**config.mk**
```make
export PLATFORM = sky130hd
export DESIGN_NAME = nandDataOut
export DESIGN_NICKNAME = d
export VERILOG_FILES = /design/src/source/nandDataOutPkg.sv /design/src/source/nandDataOut.sv /design/src/source/byteSerializer.sv /design/src/source/wordFetch.sv /design/src/source/commandLatch.sv
export VERILOG_INCLUDE_DIRS = /design/src /design/src/include
export SDC_FILE = /design/constraint.sdc
export NUM_CORES = 1
export LEC_CHECK = 0
export ABC_AREA = 1
export BUFFER_PORTS_ARGS = -buffer_cell sky130_fd_sc_hd__buf_2
export CORE_MARGIN = 2
export CORE_UTILIZATION = 47
export CTS_CLUSTER_SIZE = 28
export DETAILED_ROUTE_END_ITERATION = 10
export HOLD_SLACK_MARGIN = 0.12
export PLACE_DENSITY = 0.69
export SLEW_MARGIN = 20
export SYNTH_ARGS = -nofsm -noshare
export SYNTH_HDL_FRONTEND = slang
export SYNTH_SLANG_ARGS = --single-unit
```
**constraint.sdc**
```tcl
create_clock -name iSystemClock -period 6.65 [get_ports iSystemClock]
set_input_delay 1.33 -clock iSystemClock [delete_from_list [all_inputs] [get_ports iSystemClock]]
set_output_delay 1.33 -clock iSystemClock [all_outputs]
set_load 0.01 [all_outputs]
```
**src/include/nandDataOut_config.svh**
```systemverilog
`ifndef NAND_DATA_OUT_CONFIG_SVH
`define NAND_DATA_OUT_CONFIG_SVH

// NAND way count, chip enable carries two halves per way
`define NUM_WAYS 4

`define WORD_WIDTH 16
`define COUNT_WIDTH 16
`define DQ_WIDTH 32

// chip enable held this long before the first word
`define SETUP_CYCLES 10

// one byte on the pins
`define BYTE_CYCLES 10

// write enable pulse at the start of each byte period
`define WE_ACTIVE_CYCLES 5
`define WE_ACTIVE_PATTERN 4'b0011

`endif
```
**src/source/nandDataOutPkg.sv**
```systemverilog
`include "nandDataOut_config.svh"

package nandDataOutPkg;

    // captured at start, held for the whole transfer
    typedef struct packed {
        logic [`NUM_WAYS-1:0]    way;
        logic [`COUNT_WIDTH-1:0] numOfData;
    } xferCmd_t;

    typedef struct packed {
        logic [2*`NUM_WAYS-1:0] chipEnable;
        logic [3:0]             writeEnable;
        logic [`DQ_WIDTH-1:0]   dq;
    } nandBus_t;

    typedef enum logic [2:0] {
        lsIdle,
        lsLatch,
        lsSetup,
        lsBusy,
        lsLast
    } latchState_t;

    typedef enum logic [1:0] {
        fsWaitRequest,
        fsWaitValid,
        fsHandOver
    } fetchState_t;

    typedef enum logic [1:0] {
        ssWaitWord,
        ssUpperByte,
        ssLowerByte
    } serState_t;

endpackage

```
**src/source/nandDataOut.sv**
```systemverilog
`timescale 1ns/100ps
`include "nandDataOut_config.svh"

module nandDataOut (
    input  logic                     iSystemClock,
    input  logic                     rst,
    input  logic                     iStart,
    input  logic [`NUM_WAYS-1:0]     targetWay,
    input  logic [`COUNT_WIDTH-1:0]  numOfData,
    input  logic [`WORD_WIDTH-1:0]   writeData,
    input  logic                     writeValid,
    output logic                     writeReady,
    output logic                     ready,
    output logic                     lastStep,
    output nandDataOutPkg::nandBus_t pins
);

    nandDataOutPkg::xferCmd_t cmd;
    logic                     setupDone;
    logic                     wordRequest;
    logic                     wordStrobe;
    logic                     xferDone;
    logic [`WORD_WIDTH-1:0]   word;
    logic [2*`NUM_WAYS-1:0]   chipEnable;
    logic [3:0]               writeEnable;
    logic [`DQ_WIDTH-1:0]     dq;

    commandLatch uLatch (
        .iSystemClock(iSystemClock),
        .rst(rst),
        .iStart(iStart),
        .targetWay(targetWay),
        .numOfData(numOfData),
        .xferDone(xferDone),
        .ready(ready),
        .lastStep(lastStep),
        .setupDone(setupDone),
        .cmd(cmd),
        .chipEnable(chipEnable)
    );

    wordFetch uFetch (
        .iSystemClock(iSystemClock),
        .rst(rst),
        .setupDone(setupDone),
        .wordRequest(wordRequest),
        .writeData(writeData),
        .writeValid(writeValid),
        .writeReady(writeReady),
        .wordStrobe(wordStrobe),
        .word(word)
    );

    byteSerializer uSerializer (
        .iSystemClock(iSystemClock),
        .rst(rst),
        .cmd(cmd),
        .wordStrobe(wordStrobe),
        .word(word),
        .wordRequest(wordRequest),
        .xferDone(xferDone),
        .writeEnable(writeEnable),
        .dq(dq)
    );

    assign pins = '{chipEnable: chipEnable, writeEnable: writeEnable, dq: dq};

endmodule

```
**src/source/byteSerializer.sv**
```systemverilog
`timescale 1ns/100ps
`include "nandDataOut_config.svh"

module byteSerializer (
    input  logic                     iSystemClock,
    input  logic                     rst,
    input  nandDataOutPkg::xferCmd_t cmd,
    input  logic                     wordStrobe,
    input  logic [`WORD_WIDTH-1:0]   word,
    output logic                     wordRequest,
    output logic                     xferDone,
    output logic [3:0]               writeEnable,
    output logic [`DQ_WIDTH-1:0]     dq
);

    localparam int ByteWidth  = `WORD_WIDTH / 2;
    localparam int PadWidth   = `DQ_WIDTH - `WORD_WIDTH;
    localparam int TimerWidth = $clog2(`BYTE_CYCLES);

    nandDataOutPkg::serState_t state;
    logic [TimerWidth-1:0]     byteTimer;
    logic [`COUNT_WIDTH-1:0]   byteCount;
    logic [ByteWidth-1:0]      heldLower;
    logic                      periodEnd;
    logic                      lastByte;

    // byte on both low lanes, upper half zero
    function automatic logic [`DQ_WIDTH-1:0] laneCopy(input logic [ByteWidth-1:0] value);
        return {{PadWidth{1'b0}}, value, value};
    endfunction

    assign periodEnd = (byteTimer == TimerWidth'(`BYTE_CYCLES - 1));
    assign lastByte  = ((byteCount + 1'b1) == cmd.numOfData);

    assign writeEnable = (state != nandDataOutPkg::ssWaitWord &&
                          byteTimer < TimerWidth'(`WE_ACTIVE_CYCLES)) ?
                         `WE_ACTIVE_PATTERN : 4'b0000;

    always_ff @(posedge iSystemClock) begin
        if (rst) begin
            state       <= nandDataOutPkg::ssWaitWord;
            byteTimer   <= '0;
            byteCount   <= '0;
            wordRequest <= 1'b0;
            xferDone    <= 1'b0;
            dq          <= '0;
        end else begin
            wordRequest <= 1'b0;
            xferDone    <= 1'b0;
            case (state)
                nandDataOutPkg::ssWaitWord: begin
                    if (wordStrobe) begin
                        byteTimer <= '0;
                        dq        <= laneCopy(word[`WORD_WIDTH-1:ByteWidth]); // upper first
                        state     <= nandDataOutPkg::ssUpperByte;
                    end
                end
                nandDataOutPkg::ssUpperByte: begin
                    if (periodEnd) begin
                        byteTimer <= '0;
                        if (lastByte) begin // odd count ends here
                            byteCount <= '0;
                            xferDone  <= 1'b1;
                            state     <= nandDataOutPkg::ssWaitWord;
                        end else begin
                            byteCount <= byteCount + 1'b1;
                            dq        <= laneCopy(heldLower);
                            state     <= nandDataOutPkg::ssLowerByte;
                        end
                    end else begin
                        byteTimer <= byteTimer + 1'b1;
                    end
                end
                nandDataOutPkg::ssLowerByte: begin
                    if (periodEnd) begin
                        byteTimer <= '0;
                        state     <= nandDataOutPkg::ssWaitWord;
                        if (lastByte) begin
                            byteCount <= '0;
                            xferDone  <= 1'b1;
                        end else begin
                            byteCount   <= byteCount + 1'b1;
                            wordRequest <= 1'b1; // dq holds while next word comes
                        end
                    end else begin
                        byteTimer <= byteTimer + 1'b1;
                    end
                end
                default: state <= nandDataOutPkg::ssWaitWord;
            endcase
        end
    end

    always_ff @(posedge iSystemClock) begin
        if (state == nandDataOutPkg::ssWaitWord && wordStrobe) begin
            heldLower <= word[ByteWidth-1:0];
        end
    end

endmodule

```
**src/source/wordFetch.sv**
```systemverilog
`timescale 1ns/100ps
`include "nandDataOut_config.svh"

module wordFetch (
    input  logic                    iSystemClock,
    input  logic                    rst,
    input  logic                    setupDone,
    input  logic                    wordRequest,
    input  logic [`WORD_WIDTH-1:0]  writeData,
    input  logic                    writeValid,
    output logic                    writeReady,
    output logic                    wordStrobe,
    output logic [`WORD_WIDTH-1:0]  word
);

    nandDataOutPkg::fetchState_t state;
    logic                        transfer;

    assign transfer   = writeValid && writeReady;
    assign wordStrobe = (state == nandDataOutPkg::fsHandOver);

    always_ff @(posedge iSystemClock) begin
        if (rst) begin
            state      <= nandDataOutPkg::fsWaitRequest;
            writeReady <= 1'b0;
        end else begin
            case (state)
                nandDataOutPkg::fsWaitRequest: begin
                    if (setupDone || wordRequest) begin // first word or next word
                        state <= nandDataOutPkg::fsWaitValid;
                    end
                end
                nandDataOutPkg::fsWaitValid: begin
                    if (transfer) begin
                        writeReady <= 1'b0;
                        state      <= nandDataOutPkg::fsHandOver;
                    end else begin
                        writeReady <= writeValid; // one cycle after valid seen
                    end
                end
                nandDataOutPkg::fsHandOver: begin
                    state <= nandDataOutPkg::fsWaitRequest;
                end
                default: begin
                    writeReady <= 1'b0;
                    state      <= nandDataOutPkg::fsWaitRequest;
                end
            endcase
        end
    end

    always_ff @(posedge iSystemClock) begin
        if (transfer) begin
            word <= writeData;
        end
    end

    // source must hold valid and data until ready arrives
    validHeld: assert property (@(posedge iSystemClock) disable iff (rst)
        (state == nandDataOutPkg::fsWaitValid && writeValid && !writeReady)
        |=> writeValid && $stable(writeData));

endmodule

```
**src/source/commandLatch.sv**
```systemverilog
`timescale 1ns/100ps
`include "nandDataOut_config.svh"

module commandLatch (
    input  logic                     iSystemClock,
    input  logic                     rst,
    input  logic                     iStart,
    input  logic [`NUM_WAYS-1:0]     targetWay,
    input  logic [`COUNT_WIDTH-1:0]  numOfData,
    input  logic                     xferDone,
    output logic                     ready,
    output logic                     lastStep,
    output logic                     setupDone,
    output nandDataOutPkg::xferCmd_t cmd,
    output logic [2*`NUM_WAYS-1:0]   chipEnable
);

    localparam int SetupWidth = $clog2(`SETUP_CYCLES);

    nandDataOutPkg::latchState_t state;
    logic [SetupWidth-1:0]       setupCount;
    logic                        startAccept;

    assign startAccept = (state == nandDataOutPkg::lsIdle) && ready && iStart;

    always_ff @(posedge iSystemClock) begin
        if (rst) begin
            state      <= nandDataOutPkg::lsIdle;
            ready      <= 1'b0;
            lastStep   <= 1'b0;
            setupDone  <= 1'b0;
            setupCount <= '0;
            chipEnable <= '0;
        end else begin
            setupDone <= 1'b0; // pulses
            lastStep  <= 1'b0;
            case (state)
                nandDataOutPkg::lsIdle: begin
                    ready <= 1'b1; // first idle cycle after reset stays low
                    if (startAccept) begin
                        ready <= 1'b0;
                        state <= nandDataOutPkg::lsLatch;
                    end
                end
                nandDataOutPkg::lsLatch: begin
                    chipEnable <= {cmd.way, cmd.way}; // both halves
                    setupCount <= '0;
                    state      <= nandDataOutPkg::lsSetup;
                end
                nandDataOutPkg::lsSetup: begin
                    if (setupCount == SetupWidth'(`SETUP_CYCLES - 1)) begin
                        setupDone <= 1'b1;
                        state     <= nandDataOutPkg::lsBusy;
                    end else begin
                        setupCount <= setupCount + 1'b1;
                    end
                end
                nandDataOutPkg::lsBusy: begin
                    if (xferDone) begin
                        lastStep   <= 1'b1;
                        chipEnable <= '0; // drops with lastStep
                        state      <= nandDataOutPkg::lsLast;
                    end
                end
                nandDataOutPkg::lsLast: begin
                    ready <= 1'b1;
                    state <= nandDataOutPkg::lsIdle;
                end
                default: state <= nandDataOutPkg::lsIdle;
            endcase
        end
    end

    always_ff @(posedge iSystemClock) begin
        if (startAccept) begin
            cmd <= '{way: targetWay, numOfData: numOfData};
        end
    end

    // serializer compares against count, zero would never match
    zeroCountStart: assert property (@(posedge iSystemClock) disable iff (rst)
        startAccept |-> numOfData != '0);

    singleLastStep: assert property (@(posedge iSystemClock) disable iff (rst)
        lastStep |=> !lastStep);

endmodule

```
==> results_dict.tcl <==
set metrics [dict create \
    period_needed_ns 2.78 \
    insertion_delay_ns 0.37 \
    drt-initial-drc-count 181 \
    vias 3640 \
    drv_slew 0 \
    max-cap-violations 0 \
    slowest_delay_ns 0.42 \
    hold_class "flop to flop" \
    design.final.nets 648 \
    timing.fmax_ghz 0.360 \
    dpl-instance-area_um2 4900 \
    post-route-worst-setup-slack_ns 3.87 \
    antenna_left 0 \
    clk_path_buf_depth 2 \
    cts_buffers 9 \
    crit_arrival_ns 1.45 \
    antenna_found_initial 0 \
    critPathSlowestCell "dfxtp_1" \
    die_h_um 103 \
    power_leakage_nw 2.13 \
    endpoint_kind "primary output" \
    fin_skew_ns 0.0133 \
    clk_transition_reported_paths_ns 0.09 \
    dp_worst_setup_slack_ns 3.93 \
    hold_buffers 0 \
    crit_type "flop to primary output" \
    root_buffer "clkbuf_8" \
    fin_area_um2 5100 \
    ir_worst_vdd_mv 0.183 \
    postCtsSetupBuffers 0 \
    worst_pin_slew_ns 0.693 \
    final_common_cell "nand2_1" \
    start_util_pct 47.7 \
    rsz0062_at_grt "false" \
    dp_hpwl_um 6530 \
    cts_sinks 93 \
    layout-drive-gt1-share_pct 16.9 \
    wire_per_inst_um 12.5 \
    cts-resized-gates 0 \
    drt-total-wl_um 9190 \
    synth.distinct_cells 38 \
    cts.htree.levels 3 \
    worstPathMaxFanout 6 \
    dr.pass1.iters 5 \
    syn_area_um2 4570 \
    grt_first_pass_wirelength_um 14900 \
    finalSetupViolCount 0 \
    status "finished clean" \
    pin_count 87 \
    synth-seq-cells 93 \
    dieArea_um2 10500 \
    die_x_um 103 \
    critPathLaunchType "flop" \
    grt_start_max_net_pins 35 \
    rows 36 \
    viasPerCell 4.94 \
    diodes 0 \
    grt_use_total_pct 18.3 \
    min_period_over_period_pct 41.7 \
    required_ns 5.32 \
    crit_path_cell_trace "inv_1, ha_1, o21ai_0, nor2_1, buf_2" \
    syn_inst 540 \
    setup_tns_ns 0 \
    port_buffers 68 \
    grt_pass1_vias 3313 \
    drc 0 \
    fillCellCount 923 \
    cts_tree "built" \
    syn_area_per_cell_um2 8.47 \
    synth_warnings 0 \
    finalWeightedCongestion 0.890 \
    area_growth_syn_to_layout_pct 11.5 \
    p_per_area_nw_per_um2 213 \
    slew-limit-headroom_pct 53.4 \
    ys_seq_area_share_pct 50.3 \
    grt_remaining_overflow 0 \
    finalHoldViolCount 0 \
    design.core.area_um2 9590 \
    most-common-layout-cells "nand2_1 (138), buf_2 (68), inv_1 (61)" \
]
==> worst paths after layout <==
path,startpoint,endpoint,slack [ns],cells after the start
setup / recovery,uSerializer.byteTimer[0],pins[32],3.87,5
hold / removal,uFetch.word[2],uSerializer.heldLower[2],0.42,0
setup reg to reg,uSerializer.byteCount[0],uSerializer.byteCount[6],4.19,12
hold reg to reg,uFetch.word[2],uSerializer.heldLower[2],0.42,0
==> worst max-delay path, delay by kind of cell, from the launching register on <==
kind,cells,cell delay (ns)
DFF,1,0.42
and+or+nand+nor,1,0.09
adders and majority gates,1,0.18
AOI/OAI and AO/OA,1,0.18
buffers and inverters,2,0.21
==> layer usage <==
metal / track usage (%) / up-vias / part of all wire [%]
li1: - / 1849 / -
met1: 23.8 / 1669 / 45
met2: 29.0 / 114 / 47
met3: 5.83 / 8 / 6.5
met4: 6.46 / 0 / 1.1
met5: 0 / - / 0
==> where the power goes <==
part / internal (mW) / total [mW] / switching (mW)
logic: 0.0282 / 0.0767 / 0.0484
clock network: 0.181 / 0.388 / 0.207
registers: 0.615 / 0.624 / 0.00835
total: 0.825 / 1.09 / 0.264
==> kinds of logic (layout without fill, tap and decap cells) <==
kind of cell / Yosys count / count (layout) / synth area share, %
and+or+nand+nor: 269 / 269 / 26.8
buffers and inverters: 105 / 152 / 11.3
DFF: 93 / 93 / 50.3
AOI/OAI and AO/OA: 53 / 53 / 6.40
adders and majority gates: 9 / 9 / 2.46
xor gates and xnor gates: 7 / 7 / 1.97
muxes: 3 / 3 / 0.657
other: 1 / 18 / 0.0820
==> cell usage after synthesis <==
library cell | n | area share, %
nor2_2 | 2 | 0.27
o211ai_1 | 2 | 0.33
nand4_1 | 18 | 2.5
inv_2 | 2 | 0.16
buf_1 | 1 | 0.082
o2111ai_1 | 1 | 0.19
buf_4 | 31 | 5.1
o21ai_1 | 2 | 0.22
nor3_1 | 9 | 0.98
xnor3_1 | 1 | 0.49
a221oi_1 | 1 | 0.19
xnor2_1 | 1 | 0.19
clkbuf_1 | 7 | 0.57
dfxtp_1 | 49 | 21
inv_1 | 61 | 5.0
xor3_1 | 1 | 0.52
o21ai_0 | 6 | 0.66
clkinv_1 | 2 | 0.16
ha_1 | 9 | 2.5
edfxtp_1 | 44 | 29
nand3b_1 | 6 | 0.98
a211oi_1 | 4 | 0.66
buf_6 | 1 | 0.25
nor2_1 | 43 | 3.5
a21oi_1 | 36 | 3.9
nor4_1 | 3 | 0.41
nand2_1 | 138 | 11
nand2_2 | 4 | 0.55
nand3_4 | 1 | 0.38
mux2i_1 | 3 | 0.66
nor2_4 | 5 | 1.2
nand3_1 | 36 | 3.9
nor3b_1 | 1 | 0.16
conb_1 | 1 | 0.082
nand2_4 | 1 | 0.25
o311a_1 | 1 | 0.22
and3_1 | 2 | 0.27
xor2_1 | 4 | 0.77
==> through the flow <==
| step | util, % | hold WS (ns) | power (mW) | std cells |
|---|---|---|---|---|
| 2_1_floorplan | - | 0.400 | 0.694 | 557 |
| 3_3_place_gp | 51.1 | 0.405 | 0.711 | 721 |
| 3_5_place_dp | 51.1 | 0.405 | 0.713 | 721 |
| 4_1_cts | 53.2 | 0.429 | 1.10 | 737 |
| 5_1_grt | 53.2 | 0.432 | 1.14 | 737 |
| 6_report | 53.2 | 0.425 | 1.09 | 737 |
==> cell type report <==
cell class	count	area (µm²)	share of cell area (%)
sequential	93	2300	45.1
tap	133	166	3.26
timing repair buffer	71	363	7.11
inverter	65	244	4.78
clock buffer	10	128	2.50
clock inverter	6	75.1	1.47
multi-input combinational	359	1820	35.7
==> sequential cells by signal, summed over array words and instances (netlist names) <==
register,cells
uSerializer.heldLower,8
uLatch.cmd,20
uLatch.setupCount,4
uSerializer.state,2
uSerializer.byteCount,16
uFetch.word,16
uSerializer.xferDone,1
uLatch.state,3
uLatch.setupDone,1
uLatch.chipEnable,4
uLatch.ready,1
uLatch.lastStep,1
uSerializer.byteTimer,4
uFetch.writeReady,1
uSerializer.dq,8
uFetch.state,2
uSerializer.wordRequest,1
No activity file was read; power rests on OpenSTA's default activity.
